`config.mk`:
```
export PLATFORM = sky130hd
export DESIGN_NAME = pf_top
export DESIGN_NICKNAME = d
export VERILOG_FILES = /design/src/pf_pkg.sv /design/src/pf_dispatch.sv /design/src/pf_slice.sv /design/src/pf_arbiter.sv /design/src/pf_top.sv
export SDC_FILE = /design/constraint.sdc
export NUM_CORES = 2
export LEC_CHECK = 0
export BUFFER_PORTS_ARGS = -buffer_cell sky130_fd_sc_hd__buf_2
export CORE_MARGIN = 4
export CORE_UTILIZATION = 61
export CTS_CLUSTER_DIAMETER = 40
export DETAILED_ROUTE_END_ITERATION = 16
export PLACE_DENSITY = 0.9
export SYNTH_ARGS = -nofsm -noshare
export SYNTH_HDL_FRONTEND = slang
export SYNTH_SLANG_ARGS = --single-unit
```
`constraint.sdc`:
```
create_clock -name clk -period 16.4 [get_ports clk]
set_input_delay 2.46 -clock clk [delete_from_list [all_inputs] [get_ports clk]]
set_output_delay 2.46 -clock clk [all_outputs]
set_load 0.01 [all_outputs]
```
`src/pf_pkg.sv`:
```
// Shared widths, slice count and slice state type for the stride prefetch controller
`default_nettype none

package pf_pkg;

    localparam int ADDR_BITS  = 32;  // Byte address
    localparam int LEN_BITS   = 8;   // AXI burst length
    localparam int ID_BITS    = 4;   // AXI transaction ID
    localparam int NUM_SLICES = 4;
    localparam int SLICE_BITS = 2;   // Index into the slices
    localparam int WIN_BITS   = 4;   // Window size and outstanding count
    localparam int WD_BITS    = 10;  // Watchdog limit and counter

    // Per-stream learning states
    typedef enum logic [1:0] {
        PF_IDLE    = 2'd0,
        PF_ARM     = 2'd1,
        PF_ACTIVE  = 2'd2,
        PF_CLEANUP = 2'd3
    } pf_state_e;

endpackage

`default_nettype wire

```
`src/pf_dispatch.sv`:
```
// Demand dispatcher: slice lookup and allocation, hit report and missed demand register
`timescale 1ns/1ps
`default_nettype none

module pf_dispatch import pf_pkg::*; (
    input  logic                                 clk,
    input  logic                                 resetN,
    input  logic                                 en,
    input  logic                                 s_ar_valid,
    input  logic [ADDR_BITS-1:0]                 s_ar_addr,
    input  logic [LEN_BITS-1:0]                  s_ar_len,
    input  logic [ID_BITS-1:0]                   s_ar_id,
    input  logic [NUM_SLICES-1:0]                owned,
    input  logic [NUM_SLICES-1:0][ID_BITS-1:0]   owned_id,
    input  logic [NUM_SLICES-1:0]                demand_hit,
    input  logic                                 dem_grant,
    output logic                                 s_ar_ready,
    output logic [NUM_SLICES-1:0]                req_valid,
    output logic [ADDR_BITS-1:0]                 req_addr,
    output logic [LEN_BITS-1:0]                  req_len,
    output logic [ID_BITS-1:0]                   req_id,
    output logic                                 alloc,
    output logic                                 hit,
    output logic [ID_BITS-1:0]                   hit_id,
    output logic                                 dem_valid,
    output logic [ADDR_BITS-1:0]                 dem_addr,
    output logic [LEN_BITS-1:0]                  dem_len,
    output logic [ID_BITS-1:0]                   dem_id
);

    logic                  accept;
    logic                  any_hit;
    logic                  match_any, free_any;
    logic [SLICE_BITS-1:0] match_idx, free_idx;

    assign s_ar_ready = en && !dem_valid;  // Back-pressure while a demand waits
    assign accept     = s_ar_valid && s_ar_ready;
    assign any_hit    = |demand_hit;

    assign req_addr = s_ar_addr;
    assign req_len  = s_ar_len;
    assign req_id   = s_ar_id;

    // Scan from the top so the lowest index wins
    always_comb begin
        match_any = 1'b0;
        match_idx = '0;
        free_any  = 1'b0;
        free_idx  = '0;
        for (int i = NUM_SLICES - 1; i >= 0; i--) begin
            if (owned[i] && owned_id[i] == s_ar_id) begin
                match_any = 1'b1;
                match_idx = SLICE_BITS'(i);
            end
            if (!owned[i]) begin
                free_any = 1'b1;
                free_idx = SLICE_BITS'(i);
            end
        end
    end

    always_comb begin
        req_valid = '0;
        alloc     = 1'b0;
        if (accept) begin
            if (match_any) begin
                req_valid[match_idx] = 1'b1;
            end else if (free_any) begin
                req_valid[free_idx] = 1'b1;  // New stream takes the free slice
                alloc               = 1'b1;
            end
        end
    end

    always_ff @(posedge clk or negedge resetN) begin
        if (!resetN) begin
            hit       <= 1'b0;
            dem_valid <= 1'b0;
        end else begin
            hit <= accept && any_hit;  // One pulse per absorbed demand
            if (accept && !any_hit) begin
                dem_valid <= 1'b1;
            end else if (dem_grant) begin
                dem_valid <= 1'b0;
            end
        end
    end

    always_ff @(posedge clk) begin
        if (accept) begin
            hit_id <= s_ar_id;
        end
        if (accept && !any_hit) begin
            dem_addr <= s_ar_addr;
            dem_len  <= s_ar_len;
            dem_id   <= s_ar_id;
        end
    end

endmodule

`default_nettype wire

```
`src/pf_slice.sv`:
```
// Prefetch slice: stride learning FSM, prefetch address generation, window count and watchdog
`timescale 1ns/1ps
`default_nettype none

module pf_slice import pf_pkg::*; (
    input  logic                 clk,
    input  logic                 resetN,
    input  logic                 en,
    input  logic                 flush,
    input  logic [ADDR_BITS-1:0] bar,
    input  logic [ADDR_BITS-1:0] limit,
    input  logic [WIN_BITS-1:0]  window_size,
    input  logic [WD_BITS-1:0]   watchdog_limit,
    input  logic                 req_valid,
    input  logic                 alloc,
    input  logic [ADDR_BITS-1:0] req_addr,
    input  logic [LEN_BITS-1:0]  req_len,
    input  logic [ID_BITS-1:0]   req_id,
    input  logic                 pf_grant,
    output logic                 owned,
    output logic [ID_BITS-1:0]   owned_id,
    output logic                 demand_hit,
    output logic                 pf_req,
    output logic [ADDR_BITS-1:0] pf_addr,
    output logic [LEN_BITS-1:0]  pf_len,
    output logic [ID_BITS-1:0]   pf_id,
    output pf_state_e            state
);

    pf_state_e            state_next;
    logic [ADDR_BITS-1:0] last_addr, last_addr_next;  // Demand seen while armed
    logic [LEN_BITS-1:0]  len_q, len_next;
    logic [ID_BITS-1:0]   id_q, id_next;
    logic [ADDR_BITS-1:0] stride, stride_next;
    logic [ADDR_BITS-1:0] head, head_next;            // Next block the stream will demand
    logic [ADDR_BITS-1:0] next_addr, next_addr_next;  // Next block to prefetch
    logic [WIN_BITS-1:0]  count, count_next;          // Prefetched and not yet consumed
    logic [WD_BITS-1:0]   wd_cnt, wd_cnt_next;

    logic [ADDR_BITS-1:0] diff;
    logic                 at_head;
    logic                 in_range;
    logic                 wd_expired;

    assign diff       = req_addr - last_addr;  // Wraps for negative strides
    assign at_head    = (req_addr == head) && (req_len == len_q);
    assign in_range   = (next_addr >= bar) && (next_addr < limit);
    assign wd_expired = (wd_cnt == watchdog_limit) && !req_valid;

    // Held through cleanup so the slice is not reallocated mid-teardown
    assign owned    = (state != PF_IDLE);
    assign owned_id = id_q;

    assign demand_hit = req_valid && (state == PF_ACTIVE) && at_head && (count != '0);

    // Yields to a demand on this stream for that cycle
    assign pf_req  = (state == PF_ACTIVE) && (count < window_size) && in_range && !req_valid;
    assign pf_addr = next_addr;
    assign pf_len  = len_q;
    assign pf_id   = id_q;

    always_comb begin
        state_next     = state;
        last_addr_next = last_addr;
        len_next       = len_q;
        id_next        = id_q;
        stride_next    = stride;
        head_next      = head;
        next_addr_next = next_addr;
        count_next     = count;
        wd_cnt_next    = req_valid ? '0 : wd_cnt + 1'b1;

        case (state)
            PF_IDLE: begin
                wd_cnt_next = '0;
                if (req_valid && alloc && !flush) begin
                    state_next     = PF_ARM;
                    last_addr_next = req_addr;
                    len_next       = req_len;
                    id_next        = req_id;
                end
            end

            PF_ARM: begin
                if (flush || wd_expired) begin
                    state_next = PF_CLEANUP;
                end else if (req_valid) begin
                    if (req_len != len_q) begin
                        state_next = PF_CLEANUP;  // Length change
                    end else if (diff != '0) begin
                        stride_next    = diff;
                        head_next      = req_addr + diff;
                        next_addr_next = req_addr + diff;
                        count_next     = '0;
                        state_next     = PF_ACTIVE;
                    end
                end
            end

            PF_ACTIVE: begin
                if (flush || wd_expired) begin
                    state_next = PF_CLEANUP;
                end else if (req_valid) begin
                    if (!at_head) begin
                        state_next = PF_CLEANUP;  // Stride break or length change
                    end else if (count != '0) begin
                        count_next = count - 1'b1;
                        head_next  = head + stride;
                    end else begin
                        // Demand overtook the prefetcher, skip past it
                        head_next      = head + stride;
                        next_addr_next = next_addr + stride;
                    end
                end else if (pf_grant) begin
                    next_addr_next = next_addr + stride;
                    count_next     = count + 1'b1;
                end
            end

            PF_CLEANUP: begin
                state_next  = PF_IDLE;
                count_next  = '0;
                wd_cnt_next = '0;
            end

            default: state_next = PF_IDLE;
        endcase
    end

    always_ff @(posedge clk or negedge resetN) begin
        if (!resetN) begin
            state  <= PF_IDLE;
            count  <= '0;
            wd_cnt <= '0;
        end else if (en) begin
            state  <= state_next;
            count  <= count_next;
            wd_cnt <= wd_cnt_next;
        end
    end

    always_ff @(posedge clk) begin
        if (en) begin
            last_addr <= last_addr_next;
            len_q     <= len_next;
            id_q      <= id_next;
            stride    <= stride_next;
            head      <= head_next;
            next_addr <= next_addr_next;
        end
    end

endmodule

`default_nettype wire

```
`src/pf_arbiter.sv`:
```
// Master AR arbiter: demand priority, round-robin over slices, registered output
`timescale 1ns/1ps
`default_nettype none

module pf_arbiter import pf_pkg::*; (
    input  logic                                 clk,
    input  logic                                 resetN,
    input  logic                                 en,
    input  logic                                 dem_valid,
    input  logic [ADDR_BITS-1:0]                 dem_addr,
    input  logic [LEN_BITS-1:0]                  dem_len,
    input  logic [ID_BITS-1:0]                   dem_id,
    input  logic [NUM_SLICES-1:0]                pf_req,
    input  logic [NUM_SLICES-1:0][ADDR_BITS-1:0] pf_addr,
    input  logic [NUM_SLICES-1:0][LEN_BITS-1:0]  pf_len,
    input  logic [NUM_SLICES-1:0][ID_BITS-1:0]   pf_id,
    input  logic                                 m_ar_ready,
    output logic                                 dem_grant,
    output logic [NUM_SLICES-1:0]                pf_grant,
    output logic                                 m_ar_valid,
    output logic [ADDR_BITS-1:0]                 m_ar_addr,
    output logic [LEN_BITS-1:0]                  m_ar_len,
    output logic [ID_BITS-1:0]                   m_ar_id,
    output logic                                 m_ar_prefetch
);

    logic                  load_ok;
    logic                  pf_any;
    logic [SLICE_BITS-1:0] rr_ptr;
    logic [SLICE_BITS-1:0] winner;

    assign load_ok   = en && (!m_ar_valid || m_ar_ready);  // Output empty or leaving
    assign dem_grant = load_ok && dem_valid;

    // First requester at or after the pointer
    always_comb begin
        logic [SLICE_BITS-1:0] idx;
        pf_any = 1'b0;
        winner = '0;
        for (int k = NUM_SLICES - 1; k >= 0; k--) begin
            idx = rr_ptr + SLICE_BITS'(k);
            if (pf_req[idx]) begin
                pf_any = 1'b1;
                winner = idx;
            end
        end
    end

    always_comb begin
        pf_grant = '0;
        if (load_ok && !dem_valid && pf_any) begin
            pf_grant[winner] = 1'b1;
        end
    end

    always_ff @(posedge clk or negedge resetN) begin
        if (!resetN) begin
            m_ar_valid <= 1'b0;
            rr_ptr     <= '0;
        end else if (load_ok) begin
            m_ar_valid <= dem_valid || pf_any;
            if (!dem_valid && pf_any) begin
                rr_ptr <= winner + 1'b1;
            end
        end else if (m_ar_valid && m_ar_ready) begin
            m_ar_valid <= 1'b0;  // Handshake still completes with en low
        end
    end

    always_ff @(posedge clk) begin
        if (load_ok) begin
            if (dem_valid) begin
                m_ar_addr     <= dem_addr;
                m_ar_len      <= dem_len;
                m_ar_id       <= dem_id;
                m_ar_prefetch <= 1'b0;
            end else if (pf_any) begin
                m_ar_addr     <= pf_addr[winner];
                m_ar_len      <= pf_len[winner];
                m_ar_id       <= pf_id[winner];
                m_ar_prefetch <= 1'b1;
            end
        end
    end

endmodule

`default_nettype wire

```
`src/pf_top.sv`:
```
// Prefetch controller top: dispatcher, slice array and master AR arbiter
`timescale 1ns/1ps
`default_nettype none

module pf_top import pf_pkg::*; (
    input  logic                       clk,
    input  logic                       resetN,
    input  logic                       en,
    input  logic                       flush,
    input  logic [ADDR_BITS-1:0]       bar,
    input  logic [ADDR_BITS-1:0]       limit,
    input  logic [WIN_BITS-1:0]        window_size,
    input  logic [WD_BITS-1:0]         watchdog_limit,
    input  logic                       s_ar_valid,
    input  logic [ADDR_BITS-1:0]       s_ar_addr,
    input  logic [LEN_BITS-1:0]        s_ar_len,
    input  logic [ID_BITS-1:0]         s_ar_id,
    input  logic                       m_ar_ready,
    output logic                       s_ar_ready,
    output logic                       m_ar_valid,
    output logic [ADDR_BITS-1:0]       m_ar_addr,
    output logic [LEN_BITS-1:0]        m_ar_len,
    output logic [ID_BITS-1:0]         m_ar_id,
    output logic                       m_ar_prefetch,
    output logic                       hit,
    output logic [ID_BITS-1:0]         hit_id,
    output pf_state_e [NUM_SLICES-1:0] slice_state
);

    // Dispatcher broadcast
    logic [NUM_SLICES-1:0]                req_valid;
    logic [ADDR_BITS-1:0]                 req_addr;
    logic [LEN_BITS-1:0]                  req_len;
    logic [ID_BITS-1:0]                   req_id;
    logic                                 alloc;

    // Slice status and prefetch requests
    logic [NUM_SLICES-1:0]                owned;
    logic [NUM_SLICES-1:0][ID_BITS-1:0]   owned_id;
    logic [NUM_SLICES-1:0]                demand_hit;
    logic [NUM_SLICES-1:0]                pf_req;
    logic [NUM_SLICES-1:0][ADDR_BITS-1:0] pf_addr;
    logic [NUM_SLICES-1:0][LEN_BITS-1:0]  pf_len;
    logic [NUM_SLICES-1:0][ID_BITS-1:0]   pf_id;
    logic [NUM_SLICES-1:0]                pf_grant;

    // Missed demand waiting for the master port
    logic                                 dem_valid;
    logic [ADDR_BITS-1:0]                 dem_addr;
    logic [LEN_BITS-1:0]                  dem_len;
    logic [ID_BITS-1:0]                   dem_id;
    logic                                 dem_grant;

    pf_dispatch u_dispatch (
        .clk        (clk),
        .resetN     (resetN),
        .en         (en),
        .s_ar_valid (s_ar_valid),
        .s_ar_addr  (s_ar_addr),
        .s_ar_len   (s_ar_len),
        .s_ar_id    (s_ar_id),
        .owned      (owned),
        .owned_id   (owned_id),
        .demand_hit (demand_hit),
        .dem_grant  (dem_grant),
        .s_ar_ready (s_ar_ready),
        .req_valid  (req_valid),
        .req_addr   (req_addr),
        .req_len    (req_len),
        .req_id     (req_id),
        .alloc      (alloc),
        .hit        (hit),
        .hit_id     (hit_id),
        .dem_valid  (dem_valid),
        .dem_addr   (dem_addr),
        .dem_len    (dem_len),
        .dem_id     (dem_id)
    );

    for (genvar i = 0; i < NUM_SLICES; i++) begin : g_slice
        pf_slice u_slice (
            .clk            (clk),
            .resetN         (resetN),
            .en             (en),
            .flush          (flush),
            .bar            (bar),
            .limit          (limit),
            .window_size    (window_size),
            .watchdog_limit (watchdog_limit),
            .req_valid      (req_valid[i]),
            .alloc          (alloc),
            .req_addr       (req_addr),
            .req_len        (req_len),
            .req_id         (req_id),
            .pf_grant       (pf_grant[i]),
            .owned          (owned[i]),
            .owned_id       (owned_id[i]),
            .demand_hit     (demand_hit[i]),
            .pf_req         (pf_req[i]),
            .pf_addr        (pf_addr[i]),
            .pf_len         (pf_len[i]),
            .pf_id          (pf_id[i]),
            .state          (slice_state[i])
        );
    end

    pf_arbiter u_arbiter (
        .clk           (clk),
        .resetN        (resetN),
        .en            (en),
        .dem_valid     (dem_valid),
        .dem_addr      (dem_addr),
        .dem_len       (dem_len),
        .dem_id        (dem_id),
        .pf_req        (pf_req),
        .pf_addr       (pf_addr),
        .pf_len        (pf_len),
        .pf_id         (pf_id),
        .m_ar_ready    (m_ar_ready),
        .dem_grant     (dem_grant),
        .pf_grant      (pf_grant),
        .m_ar_valid    (m_ar_valid),
        .m_ar_addr     (m_ar_addr),
        .m_ar_len      (m_ar_len),
        .m_ar_id       (m_ar_id),
        .m_ar_prefetch (m_ar_prefetch)
    );

endmodule

`default_nettype wire

```
## Word-level counts from Yosys, hierarchy flattened

Index checks and enable logic that the tools add are counted.

| word-level totals | value |
|---|---|
| output and inout bits | 60 |
| bits in registers | 722 |
| input bits | 128 |

| cells by class | value |
|---|---|
| reductions and logical operators | 133 |
| $lt $le $gt $ge | 22 |
| mux-type cells | 202 |
| add/subtract/negate cells | 32 |
| eq/ne operators | 96 |
| bitwise gates (word level) | 8 |

Operators with widths:

| operator | number |
|---|---|
| 32-bit two-way mux | 51 |
| 32-bit case mux with 2 select lines | 8 |
| 32-bit adder | 12 |
| 4-bit two-way mux | 43 |
| 32-bit equality test | 4 |
| 32-bit greater-or-equal comparator | 4 |
| 32-bit < comparator | 4 |
| 32-bit nonzero test | 4 |
| 32-bit subtractor | 4 |
| 2-bit two-way mux | 44 |
| 10-bit two-way mux | 8 |
| 10-bit AND reduction | 8 |
| 32-bit binary-select mux with 2-bit select | 1 |
| 1-bit logical AND | 61 |
| 3-bit inequality test (second input constant) | 20 |
| 4-bit case mux with 3 select lines | 4 |
| 6-bit AND reduction | 8 |
| 10-bit by 1-bit adder with 10-bit output (second input constant) | 4 |
| 10-bit equality test | 4 |
| 2-bit inequality test (second input constant) | 20 |
| 9-bit AND reduction | 4 |
| 8-bit equality test | 4 |
| 8-bit inequality test | 4 |
| 2-bit case mux with 4 select lines | 4 |
| 30 further kinds | 161 |

## Longest topological paths before layout

| depth | value |
|---|---|
| depth after elaboration | 29 |
| depth in mapped cells | 25 |

## Cells and area by module

Synthesis repeated with hierarchy kept, for this count alone.

| unflattened totals | value |
|---|---|
| cell total of the unflattened synthesis | 6,975 |
| area, all modules | 65,504.1 um^2 |

Modules (own cells, without submodules):

| module | instances | sequential area each (um^2) | cells an instance | area an instance (um^2) |
|---|---|---|---|---|
| pf_slice (g_slice[3].u_slice) | 1 | 4,604.4 | 1,671 | 15,205.8 |
| pf_slice (g_slice[2].u_slice) | 1 | 4,604.4 | 1,634 | 14,861.8 |
| pf_slice (g_slice[0].u_slice) | 1 | 4,604.4 | 1,632 | 14,736.6 |
| pf_slice (g_slice[1].u_slice) | 1 | 4,604.4 | 1,561 | 14,476.4 |
| pf_arbiter | 1 | 1,426.4 | 336 | 4,088.9 |
| pf_dispatch | 1 | 1,491.4 | 141 | 2,134.5 |

## Least setup slack after synthesis

No wires, ideal clock.

| path | value |
|---|---|
| path type | input -> register |
| start point | input port s_ar_addr[0] |
| end point | register g_slice[2].u_slice.head[0], enable pin |
| slack | 4,963 ps |
| buffers on the path | 1 |
| arrival | 10,842 ps |
| setup time | 595 ps |
| stages | 15 |
| required time | 15,805 ps |
| cell sequence | clkbuf_1 > inv_1 > ha_1 > inv_1 > fa_1 > a21o_1 > and4_1 > nor3_1 > nor3_1 > o2111ai_1 > o21ai_0 > a21oi_1 > o311ai_0 > o311ai_0 > a2111oi_0 |

| on the way | value |
|---|---|
| longest elaborated chain between the ends | 4 |
| elaborated cells on any way between the ends | 7 |
| classes of those cells | add/sub: 1; eq/ne: 3; reduce/logical: 3 |

Ends and longest elaborated chain:

| item | line | source |
|---|---|---|
| start: declaration | pf_top.sv:15 | `input logic [ADDR_BITS-1:0] s_ar_addr,` |
| 32-bit subtractor | pf_slice.sv:45 | `assign diff = req_addr - last_addr;` |
| named net g_slice[2].u_slice.diff[30] | pf_slice.sv:40 | `logic [ADDR_BITS-1:0] diff;` |
| 32-bit nonzero test | pf_slice.sv:90 | `end else if (diff != '0) begin` |
| 2-bit by 1-bit inequality test with 1-bit output (no source line) | - |  |
| 9-bit AND reduction (no source line) | - |  |
| end signal: assignment | pf_slice.sv:148 | `head <= head_next;` |
| end: declaration | pf_slice.sv:35 | `logic [ADDR_BITS-1:0] head, head_next;` |

The timed path passes the listed nets, and every way through them passes these cells.
A chain may end at the register's enable or synchronous reset.

## Final worst setup path

| path | value |
|---|---|
| start point | input port s_ar_addr[0] |
| end point | register g_slice[0].u_slice.head[2], enable pin |

| on the way | value |
|---|---|
| longest elaborated chain between the ends | 4 |
| elaborated cells on any way between the ends | 7 |
| classes of those cells | add/sub: 1; eq/ne: 3; reduce/logical: 3 |

Ends and longest elaborated chain:

| item | line |
|---|---|
| 32-bit subtractor | pf_slice.sv:45 |
| named net g_slice[0].u_slice.diff[4] | pf_slice.sv:40 |
| 32-bit nonzero test | pf_slice.sv:90 |
| 2-bit by 1-bit inequality test with 1-bit output (no source line) | - |
| 9-bit AND reduction (no source line) | - |
| end signal: assignment | pf_slice.sv:148 |
| end: declaration | pf_slice.sv:35 |

The timed path passes the listed nets, and every way through them passes these cells.

==> impl_metrics.json <==
{
  "place_hpwl_um": 158000,
  "ys_async_sr_fraction_pct": 9.56,
  "post_cts_buffers": 0,
  "pwr-share-clk_pct": 31.7,
  "ir_drop_uv": 104,
  "power_leakage_nw": 29.7,
  "dr.pass1.iters": 6,
  "io_pins": 188,
  "coreArea_mm2": 0.101,
  "combPwrFrac_pct": 38.7,
  "antenna_found_initial": 14,
  "critPathMaxStageDelay_ns": 0.90,
  "worstSetupStartpointType": "input port",
  "rows": 116,
  "vias_per_cell": 6.75,
  "routabilityCongestion": 1.02,
  "endpoint": "g_slice[0].u_slice.head[2]",
  "path_class": "in -> reg",
  "place_ws_ns": 7.48,
  "path_cells": "buf_2, inv_1, ha_1, inv_1, fa_1, a21o_1, a211oi_1, nor2_1, a2111oi_0, or4b_2, nor4b_1, o211ai_1, nor4_1, nand4b_1, o21ai_0, nor3_2, buf_4",
  "fillCellCount": 7387,
  "antenna_left": 0,
  "synth_edf_count": 653,
  "drcViolationCount": 0,
  "maxCapViolCount": 0,
  "r2r-start": "g_slice[0].u_slice.last_addr[0]",
  "synth_ff_type": "edfxtp_1",
  "finalWirelength_um": 208000,
  "path_common_cell": "inv_1",
  "power.density_mw_per_mm2": 131,
  "outcome": "finished clean",
  "cp_slowest_cell": "a2111oi_0",
  "worst_clock_skew_ns": 0.0371,
  "placedCellCount": 8039,
  "finalMaxSlewViolations": 0,
  "p_seq_share_pct": 29.6,
  "crit_cells": 17,
  "maxSlewHeadroom_pct": 19.1,
  "tns_ns": 0,
  "fin_crit_ns": 8.53,
  "drt-initial-drc-count": 6708,
  "ys_ff_latch": 722,
  "final_common_cell": "ha_1",
  "ys_seq_area_share_pct": 34.3,
  "r2r_slack_ns": 9.91,
  "fin_cells": 8287,
  "ys_types": 85,
  "syn_nets": 7485,
  "hold_viol": 0,
  "nets": 7757,
  "power_switching_mw": 3.50,
  "grt_use_total_pct": 37.7,
  "die_area_mm2": 0.107,
  "gr-total-overflow": 0,
  "setup_viol": 0,
  "min_from": "u_dispatch.dem_addr[14]",
  "max_freq_mhz": 117,
  "synthToLayoutAreaGrowth_pct": 12.0,
  "clk_latency_ns": 0.76,
  "end_kind": "flip-flop",
  "clk_pin_slew_ns": 0.05,
  "grt_max_degree": 93,
  "period_share_pct": 52.0,
  "grt_pass1_wl_um": 313000,
  "portBuffers": 187,
  "clockBufferDepth": 3,
  "worstMarginPinSlew_ns": 1.18,
  "cp-startpoint": "s_ar_addr[0]",
  "htreeDepth": 4,
  "floorplan.initialDensity_pct": 61.8,
  "die_w_um": 327,
  "crit_required_ns": 16.83,
  "hold_class": "reg -> reg",
  "dr_total_vias": 56000,
  "p_int_mw": 5.64,
  "rr_worst_depth": 15,
  "synth_area_mm2": 0.0622,
  "cp_top_family": "simple AND/OR/NAND/NOR gates",
  "crit_arrival_ns": 8.97,
  "ctsResizeCount": 0,
  "yosys_warnings": 0,
  "final_cell_mix": "ha_1, edfxtp_1, a21oi_1",
  "switching_share_pct": 38.3,
  "cts_made_buffers": 132,
  "die_h_um": 327,
  "rsz0062_at_grt": "false",
  "grt_pass1_vias": 55900,
  "fin_ws_ns": 7.87,
  "cts_sinks": 722,
  "hold_buffers": 0,
  "synthCells": 6544,
  "crit_buf_inv": 4,
  "cts_root_buf": "clkbuf_16",
  "path_max_fanout": 32,
  "cts_tree": "built",
  "avgSynthCellArea_um2": 9.51,
  "r2r-end": "g_slice[0].u_slice.head[2]",
  "drive_gt1_share_pct": 9.48,
  "wl_per_cell_um": 25.1
}
-- flip-flops by register name (all words and copies together) (netlist names), 4 cells and up --
signal,cells
u_arbiter.m_ar_addr,32
g_slice.u_slice.count,16
u_dispatch.dem_id,4
u_dispatch.dem_addr,32
g_slice.u_slice.wd_cnt,40
g_slice.u_slice.last_addr,128
g_slice.u_slice.state,8
u_arbiter.m_ar_id,4
g_slice.u_slice.head,128
g_slice.u_slice.stride,128
g_slice.u_slice.pf_len,32
u_dispatch.hit_id,4
u_arbiter.m_ar_len,8
u_dispatch.dem_len,8
g_slice.u_slice.owned_id,16
g_slice.u_slice.pf_addr,128
-- area by class of cell --
| cell class | instances | area [µm²] | share of cell area (%) |
|---|---|---|---|
| clock inverter | 96 | 1190 | 1.70 |
| clock buffer | 145 | 3450 | 4.94 |
| timing repair buffer | 254 | 1440 | 2.06 |
| sequential | 722 | 21300 | 30.6 |
| inverter | 419 | 1570 | 2.26 |
| multi-input combinational | 5287 | 39000 | 56.0 |
| tap | 1357 | 1700 | 2.44 |
| antenna | 7 | 17.5 | 0.0251 |
-- worst reg2reg max path, delay by kind of cell, from the launching register on --
family	cells	cell delay, ns
simple gates	6	2.46
compound gates	5	2.25
fa+ha+maj	2	0.66
buf+inv	2	0.40
flops	1	0.37
-- per-stage QoR --
stage          hold slack [ns]  area [µm²]  util, %  power (mW)
3_5_place_dp             0.514       65100     64.6        6.08
2_1_floorplan            0.494       62200        -        5.02
6_report                 0.517       69700     69.2        9.14
5_1_grt                  0.549       69700     69.2        9.52
3_3_place_gp             0.507       65100     64.6        5.93
4_1_cts                  0.519       69700     69.2        9.01
-- how the worst min path moves through the flow --
| stage | cells after the start | to | slack, ns |
|---|---|---|---|
| floorplan | 1 | g_slice[3].u_slice.count[3] | 0.49 |
| global placement | 2 | u_arbiter.m_ar_addr[29] | 0.51 |
| detailed placement | 2 | u_arbiter.m_ar_addr[7] | 0.51 |
| CTS | 2 | u_arbiter.m_ar_addr[14] | 0.52 |
| global route | 2 | u_arbiter.m_ar_addr[7] | 0.55 |
| finish | 2 | u_arbiter.m_ar_addr[14] | 0.52 |
-- cells in the mapped netlist (all sizes together), types with 17 or more instances --
library cell / count / area, µm²
ha: 793 / 9920
edfxtp: 653 / 19600
a21oi: 484 / 2420
o21ai: 467 / 2340
nand2: 455 / 1710
inv: 417 / 1570
nor2: 374 / 1400
a21o: 346 / 2600
xor2: 314 / 2750
xnor2: 311 / 2720
nor3: 153 / 771
nand3: 135 / 676
mux2i: 111 / 1110
nand4: 102 / 638
clkbuf: 92 / 345
nor4: 83 / 519
mux2: 82 / 923
nand2b: 78 / 488
o21a: 78 / 586
dfrtp: 69 / 1730
and3: 67 / 419
nor2b: 64 / 400
a211oi: 63 / 473
o21bai: 61 / 458
a31oi: 47 / 294
o211ai: 46 / 345
o31ai: 45 / 338
or3: 45 / 282
and2: 35 / 219
a2111oi: 29 / 273
o22ai: 29 / 181
a31o: 25 / 219
or2: 25 / 156
buf: 24 / 97.6
or4: 24 / 180
o2111ai: 21 / 184
fa: 20 / 400
o41ai: 20 / 175
a21boi: 18 / 135
and4: 17 / 149
-- power groups by stage --
stage | Sequential (mW) | Clock [mW] | Combinational, mW
after floorplan | 2.61 | 0 | 2.41
after global placement | 2.70 | 0 | 3.23
after global routing | 2.71 | 2.99 | 3.81
after detailed placement | 2.72 | 0 | 3.36
final | 2.71 | 2.90 | 3.53
after CTS | 2.69 | 2.90 | 3.43
-- layer usage --
metal  up-vias  GRT usage (%)  wire length [µm]  share of wire (%)
li1      25200              -                 -                  -
met1     26600           45.2             74500                 36
met2      3341           61.4             95100                 46
met3       832           8.88             24400                 12
met4         2           23.1             14000                6.7
met5         -              0                13             0.0062
-- cell families (layout without fill, tap and decap cells) --
family	after synthesis	in the layout	share of synthesized area, %
compound gates	1931	1931	20.0
simple gates	1723	1723	13.8
fa+ha+maj	813	813	16.6
flops	722	722	34.3
xor+xnor	627	627	8.87
buf+inv	535	914	3.24
mux	193	193	3.27
other cells	0	7	0
Note: power is estimated with default switching activity, not from simulation.
